===== src/logic/lrelu_pkg.sv =====
package lrelu_pkg;

  function automatic int CEIL(input int a, input int b);
    return (a + b - 1) / b;
  endfunction

  // B beats for one (clr_i, mtb) pair
  function automatic int calc_beats_b(input int clr_i, input int kw2, input int members);
    int clr_kw;
    int kw;
    int width_b;
    int write_depth;
    clr_kw      = clr_i * 2 + 1;
    kw          = kw2 * 2 + 1;
    width_b     = members / clr_kw;
    write_depth = 2 * (members / kw);
    return CEIL(write_depth, width_b);
  endfunction

  function automatic int calc_beats_max(input int kernel_w_max, input int members);
    int result;
    result = 2; // A beats at kw = 1
    for (int kw2 = 0; kw2 <= kernel_w_max / 2; kw2++) begin
      for (int clr = 0; clr <= kw2; clr++) begin
        if (calc_beats_b(clr, kw2, members) > result) result = calc_beats_b(clr, kw2, members);
      end
    end
    return result;
  endfunction

  // D beat + A beats + all B beats
  function automatic int calc_beats_total(input int kw2, input int members);
    int total;
    total = 1 + CEIL(2, kw2 * 2 + 1);
    for (int clr = 0; clr <= kw2; clr++) begin
      for (int mtb = 0; mtb <= clr * 2; mtb++) total += calc_beats_b(clr, kw2, members);
    end
    return total;
  endfunction

  function automatic int calc_beats_total_max(input int kernel_w_max, input int members);
    int result;
    result = 0;
    for (int kw2 = 0; kw2 <= kernel_w_max / 2; kw2++) begin
      if (calc_beats_total(kw2, members) > result) result = calc_beats_total(kw2, members);
    end
    return result;
  endfunction

  localparam int MEMBERS_DEF      = 12;
  localparam int KERNEL_W_MAX_DEF = 5;
  localparam int DATA_W_DEF       = 16;
  // D word lives in a register, not in RAM
  localparam int RAM_DEPTH_DEF =
    1 << $clog2(calc_beats_total_max(KERNEL_W_MAX_DEF, MEMBERS_DEF) - 1);

  localparam int KW_1_W     = $clog2(KERNEL_W_MAX_DEF);
  localparam int CLR_I_W    = $clog2(KERNEL_W_MAX_DEF / 2 + 1);
  localparam int MTB_W      = $clog2(KERNEL_W_MAX_DEF);
  localparam int W_ADDR_W   = $clog2(calc_beats_max(KERNEL_W_MAX_DEF, MEMBERS_DEF) + 1);
  localparam int RAM_ADDR_W = $clog2(RAM_DEPTH_DEF);

  typedef enum logic [1:0] {
    DEST_REG_D  = 2'd1,
    DEST_BRAM_A = 2'd2,
    DEST_BRAM_B = 2'd3
  } dest_e;

  typedef struct packed {
    dest_e                 dest;
    logic [CLR_I_W-1:0]    clr_i;
    logic [MTB_W-1:0]      mtb;
    logic [W_ADDR_W-1:0]   w_addr;
    logic [RAM_ADDR_W-1:0] ram_addr;
  } beat_t;

  typedef struct packed {
    logic                  we;
    logic [RAM_ADDR_W-1:0] addr;
    logic [DATA_W_DEF-1:0] wdata;
  } ram_req_t;

  localparam int ADDR_W = 10;

  localparam logic [ADDR_W-1:0] ADR_CTRL     = 10'd0;
  localparam logic [ADDR_W-1:0] ADR_DATA     = 10'd1;
  localparam logic [ADDR_W-1:0] ADR_STATUS   = 10'd2; // done at bit 0, beat count from bit 8
  localparam logic [ADDR_W-1:0] ADR_DREG     = 10'd3;
  localparam logic [ADDR_W-1:0] ADR_RAM_BASE = 10'd256;

endpackage


===== src/logic/lrelu_beats_counter.sv =====
`timescale 1ns/1ps

module lrelu_beats_counter #(
  parameter int MEMBERS      = lrelu_pkg::MEMBERS_DEF,
  parameter int KERNEL_W_MAX = lrelu_pkg::KERNEL_W_MAX_DEF
) (
  input  logic                        clk,
  input  logic                        reset_i,
  input  logic                        beat_en_i,
  input  logic                        clear_i,
  input  logic [lrelu_pkg::KW_1_W-1:0] kw_1_i,
  output lrelu_pkg::beat_t            beat_o,
  output logic                        full_o
);

  import lrelu_pkg::*;

  localparam int KW2_MAX = KERNEL_W_MAX / 2;

  dest_e                 dest;
  logic [CLR_I_W-1:0]    clr_i;
  logic [MTB_W-1:0]      mtb;
  logic [W_ADDR_W-1:0]   w_addr;
  logic [RAM_ADDR_W-1:0] ram_addr;

  logic [CLR_I_W-1:0] kw2;
  logic               clr_last;
  logic               mtb_last;
  logic               a_last;
  logic               b_last;

  // Last w_addr per kernel width, and per clr_i for B
  logic [W_ADDR_W-1:0] a_last_lut [KW2_MAX+1];
  logic [W_ADDR_W-1:0] b_last_lut [KW2_MAX+1][KW2_MAX+1];

  for (genvar g_kw2 = 0; g_kw2 <= KW2_MAX; g_kw2++) begin : g_lut_kw
    assign a_last_lut[g_kw2] = W_ADDR_W'(CEIL(2, g_kw2 * 2 + 1) - 1);
    for (genvar g_clr = 0; g_clr <= KW2_MAX; g_clr++) begin : g_lut_clr
      if (g_clr <= g_kw2) begin : g_used
        assign b_last_lut[g_kw2][g_clr] = W_ADDR_W'(calc_beats_b(g_clr, g_kw2, MEMBERS) - 1);
      end else begin : g_unused
        assign b_last_lut[g_kw2][g_clr] = '0;
      end
    end
  end

  assign kw2      = CLR_I_W'(kw_1_i >> 1);
  assign clr_last = clr_i == kw2;
  assign mtb_last = mtb == MTB_W'({clr_i, 1'b0}); // mtb runs to 2*clr_i
  assign a_last   = w_addr == a_last_lut[kw2];
  assign b_last   = w_addr == b_last_lut[kw2][clr_i];

  assign full_o = (dest == DEST_BRAM_B) && b_last && mtb_last && clr_last;

  always_ff @(posedge clk) begin
    if (reset_i || clear_i) begin
      dest     <= DEST_REG_D;
      clr_i    <= '0;
      mtb      <= '0;
      w_addr   <= '0;
      ram_addr <= '0;
    end else if (beat_en_i) begin
      case (dest)
        DEST_REG_D: begin
          dest <= DEST_BRAM_A;
        end
        DEST_BRAM_A: begin
          ram_addr <= ram_addr + 1'b1;
          if (a_last) begin
            w_addr <= '0;
            dest   <= DEST_BRAM_B;
          end else begin
            w_addr <= w_addr + 1'b1;
          end
        end
        DEST_BRAM_B: begin
          ram_addr <= ram_addr + 1'b1;
          if (!b_last) begin
            w_addr <= w_addr + 1'b1;
          end else begin
            w_addr <= '0;
            if (!mtb_last) begin
              mtb <= mtb + 1'b1;
            end else begin
              mtb <= '0;
              if (!clr_last) begin
                clr_i <= clr_i + 1'b1;
              end else begin
                // Sequence complete, back to the D beat
                clr_i    <= '0;
                ram_addr <= '0;
                dest     <= DEST_REG_D;
              end
            end
          end
        end
        default: dest <= DEST_REG_D;
      endcase
    end
  end

  assign beat_o.dest     = dest;
  assign beat_o.clr_i    = clr_i;
  assign beat_o.mtb      = mtb;
  assign beat_o.w_addr   = w_addr;
  assign beat_o.ram_addr = ram_addr;

endmodule


===== src/logic/lrelu_param_ram.sv =====
`timescale 1ns/1ps

module lrelu_param_ram #(
  parameter int DATA_W    = lrelu_pkg::DATA_W_DEF,
  parameter int RAM_DEPTH = lrelu_pkg::RAM_DEPTH_DEF
) (
  input  logic                clk,
  input  lrelu_pkg::ram_req_t req_i,
  input  logic                en_i,
  output logic [DATA_W-1:0]   rdata_o
);

  import lrelu_pkg::*;

  logic [DATA_W-1:0] mem [RAM_DEPTH];

  // Write has priority, read data shows up next cycle
  always_ff @(posedge clk) begin
    if (en_i) begin
      if (req_i.we) begin
        mem[req_i.addr] <= req_i.wdata;
      end else begin
        rdata_o <= mem[req_i.addr];
      end
    end
  end

endmodule


===== src/logic/lrelu_ram_arbiter.sv =====
`timescale 1ns/1ps

module lrelu_ram_arbiter #(
  parameter int RAM_DEPTH = lrelu_pkg::RAM_DEPTH_DEF
) (
  input  logic                         clk,
  input  logic                         reset_i,
  input  logic                         wr_req_i,
  input  lrelu_pkg::ram_req_t          wr_i,
  output logic                         wr_gnt_o,
  input  logic                         rd_req_i,
  input  logic [$clog2(RAM_DEPTH)-1:0] rd_addr_i,
  output logic                         rd_gnt_o,
  output logic                         rd_valid_o,
  input  logic                         lut_req_i,
  input  logic [$clog2(RAM_DEPTH)-1:0] lut_addr_i,
  output logic                         lut_valid_o,
  output lrelu_pkg::ram_req_t          ram_req_o,
  output logic                         ram_en_o
);

  import lrelu_pkg::*;

  logic lut_gnt;
  logic lut_served;
  logic rd_served;

  // Fixed priority: posted write, datapath, host
  assign wr_gnt_o = wr_req_i;
  assign lut_gnt  = lut_req_i && !lut_served && !wr_req_i;
  assign rd_gnt_o = rd_req_i && !rd_served && !wr_req_i && !lut_gnt;
  assign ram_en_o = wr_gnt_o || lut_gnt || rd_gnt_o;

  always_comb begin
    ram_req_o = '0;
    if (wr_gnt_o) begin
      ram_req_o = wr_i;
    end else if (lut_gnt) begin
      ram_req_o.addr = lut_addr_i;
    end else if (rd_gnt_o) begin
      ram_req_o.addr = rd_addr_i;
    end
  end

  always_ff @(posedge clk) begin
    if (reset_i) begin
      lut_valid_o <= 1'b0;
      rd_valid_o  <= 1'b0;
      lut_served  <= 1'b0;
      rd_served   <= 1'b0;
    end else begin
      lut_valid_o <= lut_gnt; // RAM data is out one cycle after grant
      rd_valid_o  <= rd_gnt_o;
      // Held requests stay masked until dropped for a cycle
      if (lut_gnt) begin
        lut_served <= 1'b1;
      end else if (!lut_req_i) begin
        lut_served <= 1'b0;
      end
      if (rd_gnt_o) begin
        rd_served <= 1'b1;
      end else if (!rd_req_i) begin
        rd_served <= 1'b0;
      end
    end
  end

endmodule


===== src/logic/lrelu_wb_slave.sv =====
`timescale 1ns/1ps

module lrelu_wb_slave #(
  parameter int DATA_W    = lrelu_pkg::DATA_W_DEF,
  parameter int RAM_DEPTH = lrelu_pkg::RAM_DEPTH_DEF
) (
  input  logic                         clk,
  input  logic                         reset_i,
  input  logic                         wb_cyc_i,
  input  logic                         wb_stb_i,
  input  logic                         wb_we_i,
  input  logic [lrelu_pkg::ADDR_W-1:0] wb_adr_i,
  input  logic [DATA_W-1:0]            wb_dat_i,
  output logic [DATA_W-1:0]            wb_dat_o,
  output logic                         wb_ack_o,
  input  lrelu_pkg::beat_t             beat_i,
  input  logic                         full_i,
  output logic                         beat_en_o,
  output logic                         clear_o,
  output logic [lrelu_pkg::KW_1_W-1:0] kw_1_o,
  output logic                         wr_req_o,
  output lrelu_pkg::ram_req_t          wr_o,
  input  logic                         wr_gnt_i,
  output logic                         rd_req_o,
  output logic [$clog2(RAM_DEPTH)-1:0] rd_addr_o,
  input  logic                         rd_valid_i,
  input  logic [DATA_W-1:0]            ram_rdata_i
);

  import lrelu_pkg::*;

  localparam int RA_W  = $clog2(RAM_DEPTH);
  localparam int CNT_W = RA_W + 1;

  logic              cyc_stb;
  logic              is_data;
  logic              is_ram;
  logic [ADDR_W-1:0] ram_off;
  logic              data_blocked;
  logic              acc;
  logic [DATA_W-1:0] d_reg;
  logic              done;
  logic [CNT_W-1:0]  beat_cnt;
  logic [DATA_W-1:0] status_word;

  assign cyc_stb = wb_cyc_i && wb_stb_i;
  assign is_data = wb_adr_i == ADR_DATA;
  assign ram_off = wb_adr_i - ADR_RAM_BASE;
  assign is_ram  = (wb_adr_i >= ADR_RAM_BASE) && (ram_off < RAM_DEPTH);

  // Buffer still full and not draining this cycle
  assign data_blocked = wb_we_i && is_data && !done && beat_i.dest != DEST_REG_D &&
                        wr_req_o && !wr_gnt_i;

  // Everything except host RAM reads acks one cycle later
  assign acc = cyc_stb && !wb_ack_o && !(is_ram && !wb_we_i) && !data_blocked;

  assign beat_en_o = acc && wb_we_i && is_data && !done;
  assign clear_o   = acc && wb_we_i && (wb_adr_i == ADR_CTRL);

  always_comb begin
    status_word              = '0;
    status_word[0]           = done;
    status_word[8 +: CNT_W]  = beat_cnt;
  end

  always_ff @(posedge clk) begin
    if (reset_i) begin
      wb_ack_o <= 1'b0;
      kw_1_o   <= '0;
      d_reg    <= '0;
      done     <= 1'b0;
      beat_cnt <= '0;
      wr_req_o <= 1'b0;
      rd_req_o <= 1'b0;
    end else begin
      wb_ack_o <= acc || rd_valid_i;
      if (clear_o) begin
        kw_1_o   <= wb_dat_i[KW_1_W-1:0];
        done     <= 1'b0;
        beat_cnt <= '0;
      end
      if (beat_en_o) begin
        beat_cnt <= beat_cnt + 1'b1;
        if (full_i) done <= 1'b1;
        if (beat_i.dest == DEST_REG_D) d_reg <= wb_dat_i;
      end
      if (beat_en_o && beat_i.dest != DEST_REG_D) begin
        wr_req_o <= 1'b1;
      end else if (wr_gnt_i) begin
        wr_req_o <= 1'b0;
      end
      // Host RAM read waits on the arbiter
      if (rd_valid_i) begin
        rd_req_o <= 1'b0;
      end else if (cyc_stb && !wb_ack_o && is_ram && !wb_we_i && !rd_req_o) begin
        rd_req_o <= 1'b1;
      end
    end
  end

  always_ff @(posedge clk) begin
    if (beat_en_o && beat_i.dest != DEST_REG_D) begin
      wr_o.we    <= 1'b1;
      wr_o.addr  <= beat_i.ram_addr;
      wr_o.wdata <= wb_dat_i;
    end
    if (cyc_stb && !rd_req_o) rd_addr_o <= ram_off[RA_W-1:0];
    if (rd_valid_i) begin
      wb_dat_o <= ram_rdata_i;
    end else if (acc && !wb_we_i) begin
      case (wb_adr_i)
        ADR_CTRL:   wb_dat_o <= DATA_W'(kw_1_o);
        ADR_STATUS: wb_dat_o <= status_word;
        ADR_DREG:   wb_dat_o <= d_reg;
        default:    wb_dat_o <= '0;
      endcase
    end
  end

endmodule


===== src/logic/lrelu_loader_top.sv =====
`timescale 1ns/1ps

module lrelu_loader_top #(
  parameter int MEMBERS      = lrelu_pkg::MEMBERS_DEF,
  parameter int KERNEL_W_MAX = lrelu_pkg::KERNEL_W_MAX_DEF,
  parameter int DATA_W       = lrelu_pkg::DATA_W_DEF,
  parameter int RAM_DEPTH    = lrelu_pkg::RAM_DEPTH_DEF
) (
  input  logic                         clk,
  input  logic                         reset_i,
  input  logic                         wb_cyc_i,
  input  logic                         wb_stb_i,
  input  logic                         wb_we_i,
  input  logic [lrelu_pkg::ADDR_W-1:0] wb_adr_i,
  input  logic [DATA_W-1:0]            wb_dat_i,
  output logic [DATA_W-1:0]            wb_dat_o,
  output logic                         wb_ack_o,
  input  logic                         lut_req_i,
  input  logic [$clog2(RAM_DEPTH)-1:0] lut_addr_i,
  output logic [DATA_W-1:0]            lut_data_o,
  output logic                         lut_valid_o
);

  import lrelu_pkg::*;

  beat_t                        beat;
  logic                         full;
  logic                         beat_en;
  logic                         clear;
  logic [KW_1_W-1:0]            kw_1;
  logic                         wr_req;
  ram_req_t                     wr;
  logic                         wr_gnt;
  logic                         rd_req;
  logic [$clog2(RAM_DEPTH)-1:0] rd_addr;
  logic                         rd_valid;
  ram_req_t                     ram_req;
  logic                         ram_en;

  lrelu_wb_slave #(.DATA_W(DATA_W), .RAM_DEPTH(RAM_DEPTH)) i_lrelu_wb_slave (
    .clk, .reset_i, .wb_cyc_i, .wb_stb_i, .wb_we_i, .wb_adr_i, .wb_dat_i, .wb_dat_o, .wb_ack_o,
    .beat_i(beat), .full_i(full), .beat_en_o(beat_en), .clear_o(clear), .kw_1_o(kw_1),
    .wr_req_o(wr_req), .wr_o(wr), .wr_gnt_i(wr_gnt), .rd_req_o(rd_req), .rd_addr_o(rd_addr),
    .rd_valid_i(rd_valid), .ram_rdata_i(lut_data_o)
  );

  lrelu_beats_counter #(.MEMBERS(MEMBERS), .KERNEL_W_MAX(KERNEL_W_MAX)) i_lrelu_beats_counter (
    .clk, .reset_i, .beat_en_i(beat_en), .clear_i(clear), .kw_1_i(kw_1),
    .beat_o(beat), .full_o(full)
  );

  lrelu_ram_arbiter #(.RAM_DEPTH(RAM_DEPTH)) i_lrelu_ram_arbiter (
    .clk, .reset_i, .wr_req_i(wr_req), .wr_i(wr), .wr_gnt_o(wr_gnt),
    .rd_req_i(rd_req), .rd_addr_i(rd_addr), .rd_gnt_o(), .rd_valid_o(rd_valid),
    .lut_req_i, .lut_addr_i, .lut_valid_o, .ram_req_o(ram_req), .ram_en_o(ram_en)
  );

  // Datapath and host share the RAM output
  lrelu_param_ram #(.DATA_W(DATA_W), .RAM_DEPTH(RAM_DEPTH)) i_lrelu_param_ram (
    .clk, .req_i(ram_req), .en_i(ram_en), .rdata_o(lut_data_o)
  );

endmodule


===== config.mk =====
export PLATFORM = sky130hd
export DESIGN_NAME = lrelu_loader_top
export DESIGN_NICKNAME = d
export VERILOG_FILES = /design/src/logic/lrelu_pkg.sv /design/src/logic/lrelu_beats_counter.sv /design/src/logic/lrelu_param_ram.sv /design/src/logic/lrelu_ram_arbiter.sv /design/src/logic/lrelu_wb_slave.sv /design/src/logic/lrelu_loader_top.sv
export SDC_FILE = /design/constraint.sdc
export NUM_CORES = 1
export LEC_CHECK = 0
export BUFFER_PORTS_ARGS = -buffer_cell sky130_fd_sc_hd__buf_2
export CAP_MARGIN = 5
export CORE_MARGIN = 4
export CORE_UTILIZATION = 50
export DETAILED_ROUTE_END_ITERATION = 8
export GPL_ROUTABILITY_DRIVEN = 0
export PLACE_DENSITY = 0.7
export SETUP_SLACK_MARGIN = 0.4
export SLEW_MARGIN = 10
export SYNTH_ARGS = -nofsm -noshare
export SYNTH_HDL_FRONTEND = slang
export SYNTH_SLANG_ARGS = --single-unit

===== constraint.sdc =====
create_clock -name clk -period 2.7 [get_ports clk]
set_input_delay 0 -clock clk [delete_from_list [all_inputs] [get_ports clk]]
set_output_delay 0 -clock clk [all_outputs]
set_load 0.01 [all_outputs]

==> results.yml, run 1 <==
layout:
  instances_no_fill: 1478
  largest_register_ffs: 256
  reg_top3: "i_lrelu_param_ram.mem x256, i_lrelu_wb_slave.wr_o x20"
  top_register: "i_lrelu_param_ram.mem"
  diodes: 0
  nets: 1124
  syn_to_final_growth_pct: 25.2
  drive_gt1_share_pct: 25.1
synth:
  async_reset_ff_share_pct: 0
  netlist_area_um2: 14000
  yosys.area.top_type: "edfxtp_1"
  synthCells: 900
  synthTopCellsByArea: "edfxtp_1, mux2i_1, dfxtp_1, o22ai_1, nand2_1"
  ys_types: 53
  yosysWarningCount: 0
  ys_ff_latch: 357
  syn-num-nets: 943
  netlist.area_leader.share_pct: 66.9
  yosysSeqAreaShare_pct: 73.4
  avgSynthCellArea_um2: 15.6
  synthFlopType: "edfxtp_1"
  synth_edf_count: 312
pwr:
  internal_power_uw: 9140
  p_switching_uw: 2270
  clockPowerShare_pct: 42.5
  p_sw_share_pct: 19.9
  powerDensity_nw_per_um2: 651
  power.total_uw: 11400
  p_comb_share_pct: 4.9
  peakVddDrop_mv: 0.450
  seqPwrFrac_pct: 52.6
  p_leak_uw: 0.00646
job:
  cap_violations: 0
clock_network:
  clk_path_buf_depth: 3
  numCtsBuffers: 36
  clock_sinks: 357
  cts_tree: "built"
  root_buffer: "clkbuf_16"
  htree_levels: 2
  clk_pin_slew_ns: 0.06
  clock_latency_ns: 0.52
global_routing:
  grt_usage_pct: 21.5
  antenna_found_initial: 1
  grtUsageMet3_pct: 3.27
  grt_pass1_wl_um: 50300
  grt_pass1_vias: 8279
  use_met1_pct: 28.4
  grt_util_met2_pct: 37.5
  grt_busiest_layer: "met2"
  grt_overflow_total: 0
  grt_max_degree: 31
placed_design:
  dp_cells: 1356
  io_buffer_count: 69
  hpwl_um: 20400
timing:
  setup_viol: 0
  drv_slew: 0
  rsz0062_at_grt: "true"
  tightestPinTransition_ns: 0.674
  fmax_mhz: 389
  slew_headroom_pct: 55.0
  timing.final.crit_period_ns: 2.57
  hold_viol: 0
  fin_crit_sh_pct: 95.2
  setup_tns_ns: 0
  clock_skew_ns: 0.0162
setup_path:
  worstPathRequired_ns: 2.94
  crit_arrival_ns: 2.81
  cp_max_fo: 8
  rrSetupSlack_ns: 0.13
  path_buf_inv: 3
  cpMaxStageDelayCell: "or4_1"
  reg2reg_depth: 9
  r2r_end: "i_lrelu_param_ram.rdata_o[3]$_DFFE_PP_"
  max_stage_delay_ns: 0.55
  reg2reg_from: "i_lrelu_ram_arbiter.lut_served$_SDFFE_PP0P_"
  cpMostUsedCell: "buf_6"
  critPathKind: "reg -> reg"
  start_kind: "flip-flop"
  cp_top_family: "simple AND/OR/NAND/NOR gates"
  path_cells: "and2b_2 > nor3_4 > buf_6 > a221o_1 > buf_6 > or3_4 > buf_12 > o22ai_1 > or4_1"
  crit_path_end_kind: "flip-flop"
min_path:
  holdCritStartpoint: "wb_adr_i[9]"
  holdPathEnd: "i_lrelu_wb_slave.wb_dat_o[1]$_DFFE_PP_"
  hold_path.class: "in -> reg"
  worstHoldPathCells: 3
detailed_routing:
  drt_first_pass_iters: 5
  wl_per_cell_um: 23.4
  vias: 8664
  drcViolationCount: 0
  drt_iter0_drc: 684
  post_drt_via_cell_ratio: 5.86
  wirelength_um: 34600
  postRouteAntennaNets: 0
die:
  core_area_um2: 27300
  start_util_pct: 51.4
  die_h_um: 175
  ioPinCount: 70
  num_rows: 60
  die_w_um: 175
  dieArea_um2: 30700
status:
  status: "completed"
routing by layer:
metal	vias up	share of wire (%)
met4	0	2.2
met2	362	50
li1	3873	-
met3	54	7.0
met5	-	0
met1	4375	40
worst register-to-register path: stages, from the launching register on:
cell,delay (ns)
dfxtp_2,0.33
and2b_2,0.25
nor3_4,0.26
buf_6,0.16
a221o_1,0.20
buf_6,0.13
or3_4,0.16
buf_12,0.15
o22ai_1,0.10
or4_1,0.55
cell usage after synthesis (4+ instances only):
master    count
clkbuf_1     16
nor2_1       43
dfxtp_1      45
or4_1        17
nand3_1       7
clkbuf_2      4
o31ai_1       6
o22ai_1      64
a22o_1        8
nor3_1        7
nand4_1       6
or3_1         8
mux2i_1     134
nand2_1      67
a21oi_1      29
ha_1          7
edfxtp_1    312
inv_1         6
o21ai_0      14
and2_1       18
xor2_1        8
nor3b_1       4
buf_2        22
a22oi_1       4
repair_timing:
item                                   4_1_cts  5_1_grt
buffers inserted                            12        5
endpoints found under the hold margin       52        0
pin swaps                                   14        9
cloned                                       8        4
gates resized for setup                     43       43
setup endpoints to repair                  145      264
hold buffers                                30        0
metrics by stage:
stage	util, %	setup slack, ns	hold slack (ns)	cell area, µm²
after detailed placement	56.1	-0.0196	0.197	15300
after CTS	63.0	0.190	0.196	17200
after floorplan	-	0.368	0.0989	14200
final	64.3	0.129	0.115	17500
after global placement	56.1	0.0248	0.195	15300
after global routing	64.3	0.0612	0.123	17500
kinds of logic after synthesis:
logic type | count (synthesis) | synth area share, %
AOI/OAI and AO/OA | 138 | 6.35
and+or+nand+nor | 203 | 7.73
buffers and inverters | 50 | 1.63
adders and majority gates | 7 | 0.626
xor gates and xnor gates | 8 | 0.500
muxes | 137 | 9.82
DFF | 357 | 73.4
power by group through the flow:
| stage | Sequential [µW] | Clock [µW] | Combinational, µW |
|---|---|---|---|
| 3_3_place_gp | 6120 | 0 | 400 |
| 4_1_cts | 6000 | 4900 | 511 |
| 6_report | 6000 | 4850 | 563 |
| 5_1_grt | 6000 | 5160 | 587 |
| 2_1_floorplan | 6110 | 0 | 237 |
| 3_5_place_dp | 6110 | 0 | 407 |
worst max-delay path by stage:
stage               cells after the start  slack [ns]                                         from                                      end
finish                                  9        0.13  i_lrelu_ram_arbiter.lut_served$_SDFFE_PP0P_   i_lrelu_param_ram.rdata_o[3]$_DFFE_PP_
global route                            9        0.06  i_lrelu_ram_arbiter.lut_served$_SDFFE_PP0P_  i_lrelu_param_ram.rdata_o[13]$_DFFE_PP_
CTS                                     8        0.19  i_lrelu_ram_arbiter.lut_served$_SDFFE_PP0P_   i_lrelu_param_ram.rdata_o[1]$_DFFE_PP_
detailed placement                      7       -0.02         i_lrelu_wb_slave.wr_req_o$_SDFF_PP0_   i_lrelu_param_ram.rdata_o[1]$_DFFE_PP_
global placement                        7        0.02         i_lrelu_wb_slave.wr_req_o$_SDFF_PP0_   i_lrelu_param_ram.rdata_o[1]$_DFFE_PP_
floorplan                               5        0.37  i_lrelu_ram_arbiter.lut_served$_SDFFE_PP0P_    i_lrelu_param_ram.mem[7][0]$_DFFE_PP_
area by class of cell:
class,count,area [µm²]
Sequential cell,357,10300
Fill cell,1837,9720
Multi-Input combinational cell,493,3820
Timing Repair Buffer,187,1790
Clock buffer,49,1000
Tap cell,372,465
Clock inverter,14,148
Inverter,6,22.5
placed cells by master (no fill, tap or decap), types with 4 or more instances in the layout:
cell / n
clkbuf_16: 42
a22oi_1: 4
o22ai_1: 59
mux2i_1: 122
nand4_1: 6
o22ai_2: 5
o31ai_1: 6
dlygate4sd3_1: 30
or3_4: 4
nor3_1: 7
or4_1: 16
clkinv_1: 6
mux2i_4: 5
buf_4: 44
nor2_1: 26
clkbuf_1: 10
o21ai_0: 14
mux2i_2: 7
xor2_1: 8
buf_16: 8
nand3_1: 4
a21oi_1: 28
edfxtp_1: 312
a22o_1: 8
buf_12: 12
or3_1: 4
dfxtp_1: 42
buf_2: 69
nand2_1: 66
and2_1: 18
nor2_2: 15
inv_1: 6
ha_1: 7
buf_6: 16
No activity file was read; power rests on OpenSTA's default activity.
==> inputs of run 2 (changes only) <==
Settings changed: CTS_CLUSTER_DIAMETER from default to 60, REMOVE_ABC_BUFFERS from default to 1.
==> run 2 against run 1 <==
  * Sequential power barely moved
  * Largest cell class unchanged
  * Register-to-register slack improved by 0.05 ns
  * Global-route usage increased by 0.74 points
  * Worst hold slack lost 0.026 ns
  * Setup slack improved by 0.048 ns
  * Routed wire length grew 1.9%
  * Critical path depth decreased by 1
  * Fmax rose by 1.9%
  * Sequential cell count unchanged
==> results.yml, run 2 (synthesis results as in run 1) <==
timing:
  rsz0062_at_grt: "true"
  fin_crit_sh_pct: 93.4
  drv_slew: 0
  fmax_mhz: 396
  hold_viol: 0
  timing.final.crit_period_ns: 2.52
  tightestPinTransition_ns: 0.541
  final.setup.worst_slack_ns: 0.177
  clock_skew_ns: 0.0227
  setup_viol: 0
  whs_ns: 0.0881
  slew_headroom_pct: 64.0
clock_network:
  clk_path_buf_depth: 3
  root_buffer: "clkbuf_16"
  cts_tree: "built"
  numCtsBuffers: 39
  clock_sinks: 357
  clock_latency_ns: 0.54
  clk_pin_slew_ns: 0.06
  htree_levels: 2
setup_path:
  path_cells: "and2b_2 > nor3_4 > a221oi_4 > buf_12 > clkbuf_16 > mux2i_1 > o22ai_1 > or4_1"
  max_stage_delay_ns: 0.52
  crit_arrival_ns: 2.78
  start_kind: "flip-flop"
  cp_max_fo: 9
  crit_path_end_kind: "flip-flop"
  cp_top_family: "simple AND/OR/NAND/NOR gates"
  cpMaxStageDelayCell: "or4_1"
  path_buf_inv: 2
  worstPathRequired_ns: 2.96
  critPathKind: "reg -> reg"
detailed_routing:
  wirelength_um: 35300
  post_drt_via_cell_ratio: 5.84
  vias: 8603
  wl_per_cell_um: 23.9
  drt_first_pass_iters: 5
  postRouteAntennaNets: 0
  drt_iter0_drc: 744
  drcViolationCount: 0
global_routing:
  grt_pass1_wl_um: 51300
  antenna_found_initial: 1
  grt_overflow_total: 0
  grt_max_degree: 31
  grt_usage_pct: 22.3
  grt_pass1_vias: 8367
layout:
  syn_to_final_growth_pct: 22.8
  layout_commonest_cell: "edfxtp_1"
  fillers: 1963
  drive_gt1_share_pct: 22.3
  top_register: "i_lrelu_param_ram.mem"
  largest_register_ffs: 256
  layout_common_cells: "edfxtp_1, mux2i_1, buf_2"
  nets: 1114
  finish.utilization_pct: 63.1
  reg_top3: "i_lrelu_param_ram.mem x256, i_lrelu_wb_slave.wr_o x20"
  diodes: 0
die:
  start_util_pct: 51.4
  die_h_um: 175
  dieArea_um2: 30700
  num_rows: 60
  ioPinCount: 70
  die_w_um: 175
  core_area_um2: 27300
placed_design:
  hpwl_um: 20400
  pre_cts_slack_ns: 0.0130
  io_buffer_count: 69
pwr:
  peakVddDrop_mv: 0.564
  p_leak_uw: 0.00638
  powerDensity_nw_per_um2: 676
min_path:
  hold_path.class: "in -> reg"
status:
  status: "completed"
job:
  cap_violations: 0
run 2: cell types whose count changed in the layout (fill, tap and decap cells not counted), moves of 5 or more:
| cell | before | now |
|---|---|---|
| o22ai_2 | 5 | 0 |
| buf_6 | 16 | 3 |
| mux2i_1 | 122 | 131 |
| clkbuf_1 | 10 | 18 |
| buf_4 | 44 | 49 |
| mux2i_4 | 5 | 0 |
| o22ai_1 | 59 | 64 |
run 2: metrics by stage:
stage	instance area [µm²]	total power, µW	instances	TNS [ns]
after detailed placement	15300	6500	1359	0
after CTS	17100	11700	1471	0
after global placement	15300	6500	1359	0
after global routing	17200	12000	1473	0
final	17200	11600	1473	0
after floorplan	13800	6430	856	-230.70
run 2: path summary, 6_finish.rpt:
kind,end,from,cells after the start,slack (ns)
worst max-delay path,i_lrelu_param_ram.rdata_o[9]$_DFFE_PP_,i_lrelu_ram_arbiter.lut_served$_SDFFE_PP0P_,8,0.18
worst min-delay path,i_lrelu_wb_slave.wb_dat_o[1]$_DFFE_PP_,wb_adr_i[9],3,0.09
worst max register to register,i_lrelu_param_ram.rdata_o[9]$_DFFE_PP_,i_lrelu_ram_arbiter.lut_served$_SDFFE_PP0P_,8,0.18
worst min register to register,i_lrelu_wb_slave.d_reg[9]$_SDFFE_PP0P_,i_lrelu_wb_slave.d_reg[9]$_SDFFE_PP0P_,2,0.46
run 2: cell type report:
| cell class | count | area (µm²) | share of cell area, % |
|---|---|---|---|
| clock buffers | 59 | 1070 | 6.23 |
| clock inverters | 12 | 151 | 0.880 |
| inverters | 6 | 22.5 | 0.131 |
| multi-input cells | 493 | 3640 | 21.2 |
| flip-flops and latches | 357 | 10300 | 59.7 |
| well taps | 372 | 465 | 2.71 |
| repair buffers | 174 | 1570 | 9.15 |
run 2: tightest hold or removal path, delay by kind of cell:
kind | cells | cell delay (ns)
and+or+nand+nor | 1 | 0.25
AOI/OAI and AO/OA | 1 | 0.10
buffers and inverters | 1 | 0.09
run 2: power breakdown:
group | switching (µW) | internal (µW) | leakage, µW | total, µW
sequential | 24.3 | 5970 | 0.00296 | 5990
combinational | 269 | 237 | 0.00282 | 507
clock | 2090 | 3040 | 0.000591 | 5130
total | 2380 | 9240 | 0.00638 | 11600
run 2: repair_timing:
item	4_1_cts	5_1_grt
setup endpoints to repair	103	111
cloned	6	2
buffers inserted	6	0
pin swaps	4	0
endpoints found under the hold margin	57	0
gates resized for setup	22	17
hold buffers	29	0
run 2: per-layer routing:
layer / wire length [µm] / global-route usage [%] / vias up / part of all wire, %
li1: - / - / 3856 / -
met1: 14300 / 29.6 / 4323 / 40
met2: 17500 / 37.8 / 359 / 50
met3: 2530 / 4.20 / 63 / 7.2
met4: 945 / 6.48 / 2 / 2.7
met5: 13 / 0 / - / 0.037
==> inputs of run 3 (changes only) <==
Settings changed: CORE_ASPECT_RATIO from default to 1.5, SYNTH_HIERARCHICAL from default to 1.
==> run 3 against run 2 <==
  * First-iteration DRC count grew 24%
  * Sequential power about the same
  * Synthesized area grew 1.4%
  * Critical path depth grew 1
  * Clock power is 5.7% lower
  * Total power is 1.9% lower
  * Routed wire length grew 2.3%
  * Core utilization fell by 0.37 points
  * Register-to-register slack improved by 0.07 ns
  * Via count is 3.6% lower
  * Highest routed layer is now met4
  * Clock skew is 0.0058 ns lower
==> results.yml, run 3 <==
timing:
  tightestPinTransition_ns: 0.771
  fmax_mhz: 408
  setup_viol: 0
  drv_slew: 0
  rsz0062_at_grt: "true"
  setup_tns_ns: 0
  fin_crit_sh_pct: 90.9
  slew_headroom_pct: 48.5
  hold_viol: 0
  clock_skew_ns: 0.0169
  timing.final.crit_period_ns: 2.45
synth:
  netlist_area_um2: 14200
  synthTopCellsByArea: "edfxtp_1, mux4_2, dfxtp_1, a22oi_1, and2_1"
  yosys.area.top_type: "edfxtp_1"
  netlist.area_leader.share_pct: 66.0
  yosysWarningCount: 6
  synthCells: 805
  ys_types: 66
  ys_ff_latch: 357
  async_reset_ff_share_pct: 0
  synth_edf_count: 312
  synthFlopType: "edfxtp_1"
  yosysSeqAreaShare_pct: 72.3
  avgSynthCellArea_um2: 17.6
  yosysMostFrequentCell: "edfxtp_1"
  synth_commonest_cells: "edfxtp_1, mux4_2, dfxtp_1"
clock_network:
  clk_pin_slew_ns: 0.07
  clk_path_buf_depth: 3
  root_buffer: "clkbuf_16"
  clock_latency_ns: 0.58
  numCtsBuffers: 31
  cts_tree: "built"
  clock_sinks: 357
  htree_levels: 1
layout:
  reg_top3: "i_lrelu_param_ram/mem x256, i_lrelu_wb_slave/wr_o x20"
  top_register: "i_lrelu_param_ram/mem"
  instances_no_fill: 1352
  diodes: 0
  drive_gt1_share_pct: 34.6
  layout_commonest_cell: "edfxtp_1"
  syn_to_final_growth_pct: 23.5
  largest_register_ffs: 256
  layout_common_cells: "edfxtp_1, buf_2, mux4_2"
  nets: 1024
detailed_routing:
  vias: 8296
  post_drt_via_cell_ratio: 6.14
  drt_iter0_drc: 926
  wirelength_um: 36100
  wl_per_cell_um: 26.7
  drt_first_pass_iters: 5
  postRouteAntennaNets: 0
  drcViolationCount: 0
placed_design:
  io_buffer_count: 69
  hpwl_um: 21800
  dp_cells: 1230
global_routing:
  grt_max_degree: 37
  grt_pass1_wl_um: 53300
  grt_usage_pct: 22.8
  grt_overflow_total: 0
  antenna_found_initial: 0
  grt_pass1_vias: 8536
pwr:
  peakVddDrop_mv: 0.499
  p_leak_uw: 0.00564
  powerDensity_nw_per_um2: 650
  power.total_uw: 11400
job:
  cap_violations: 0
die:
  start_util_pct: 50.8
  die_w_um: 146
  num_rows: 75
  die_h_um: 214
  core_area_um2: 28000
  ioPinCount: 70
  dieArea_um2: 31200
setup_path:
  start_kind: "flip-flop"
  cp_max_fo: 7
  crit_arrival_ns: 2.77
  worstPathRequired_ns: 3.02
  critPathKind: "reg -> reg"
  crit_path_end_kind: "flip-flop"
status:
  status: "completed"
min_path:
  hold_path.class: "in -> reg"
-- run 3: report_power, final --
| group | switching (µW) | internal, µW | leakage [µW] |
|---|---|---|---|
| Clock | 1940 | 2900 | 0.000533 |
| Combinational | 289 | 278 | 0.00209 |
| Sequential | 30.2 | 5960 | 0.00301 |
| Total | 2260 | 9140 | 0.00564 |
-- run 3: per-layer routing --
metal	global-route usage (%)	routed length, µm	part of all wire [%]	vias up
li1	-	-	-	3590
met1	28.8	12700	35	4184
met2	39.4	18900	52	433
met3	3.76	3070	8.5	89
met4	9.09	1370	3.8	0
met5	0	0	0	-
-- run 3: final timing paths --
kind	from	endpoint	slack, ns	cells past startpoint
worst min register to register	i_lrelu_beats_counter/ram_addr[3]$_SDFFE_PP0P_	i_lrelu_wb_slave/wr_o[19]$_DFFE_PP_	0.46	0
worst max-delay path	i_lrelu_ram_arbiter/rd_served$_SDFFE_PP0P_	i_lrelu_param_ram/rdata_o[9]$_DFFE_PP_	0.25	9
worst max register to register	i_lrelu_ram_arbiter/rd_served$_SDFFE_PP0P_	i_lrelu_param_ram/rdata_o[9]$_DFFE_PP_	0.25	9
worst min-delay path	wb_adr_i[6]	i_lrelu_wb_slave/wb_dat_o[2]$_DFFE_PP_	0.04	4
-- run 3: kinds of logic after synthesis --
family	synth area share, %
AOI/OAI and AO/OA	6.11
xor gates and xnor gates	0.617
and+or+nand+nor	7.28
muxes	10.9
DFF	72.3
buffers and inverters	2.19
other	0.0264
adders and majority gates	0.529
-- run 3: area by class of cell --
| cell class | count | area [µm²] |
|---|---|---|
| fillers | 1891 | 10400 |
| flip-flops and latches | 357 | 10300 |
| multi-input cells | 396 | 3900 |
| repair buffers | 188 | 1790 |
| clock buffers | 38 | 812 |
| well taps | 346 | 433 |
| clock inverters | 19 | 303 |
| inverters | 8 | 30.0 |
-- run 3: repair_timing --
item	in CTS	in global routing
setup buffers	16	10
pin swaps	11	24
hold buffers	31	0
resized for setup	32	46
endpoints found under the hold margin	56	0
setup endpoints to repair	276	255
gates cloned	4	4
-- run 3: per-stage QoR --
| stage | instance area, µm² | utilization [%] | setup WS [ns] | hold WS, ns |
|---|---|---|---|---|
| after floorplan | 13900 | - | -2.90 | 0.0691 |
| after global placement | 15400 | 55.1 | 0.0962 | 0.193 |
| after detailed placement | 15400 | 55.1 | 0.0779 | 0.193 |
| after CTS | 17200 | 61.4 | 0.284 | 0.0286 |
| after global routing | 17500 | 62.7 | 0.164 | 0.0586 |
| final | 17500 | 62.7 | 0.247 | 0.0447 |
-- run 3: critical path, stage by stage (launching register included) --
cell      delay [ns]
dfxtp_2         0.32
nand2b_4        0.15
nor3_4          0.28
a221o_4         0.25
buf_12          0.17
buf_6           0.12
buf_16          0.13
mux4_2          0.54
a22oi_2         0.17
nand2_1         0.06
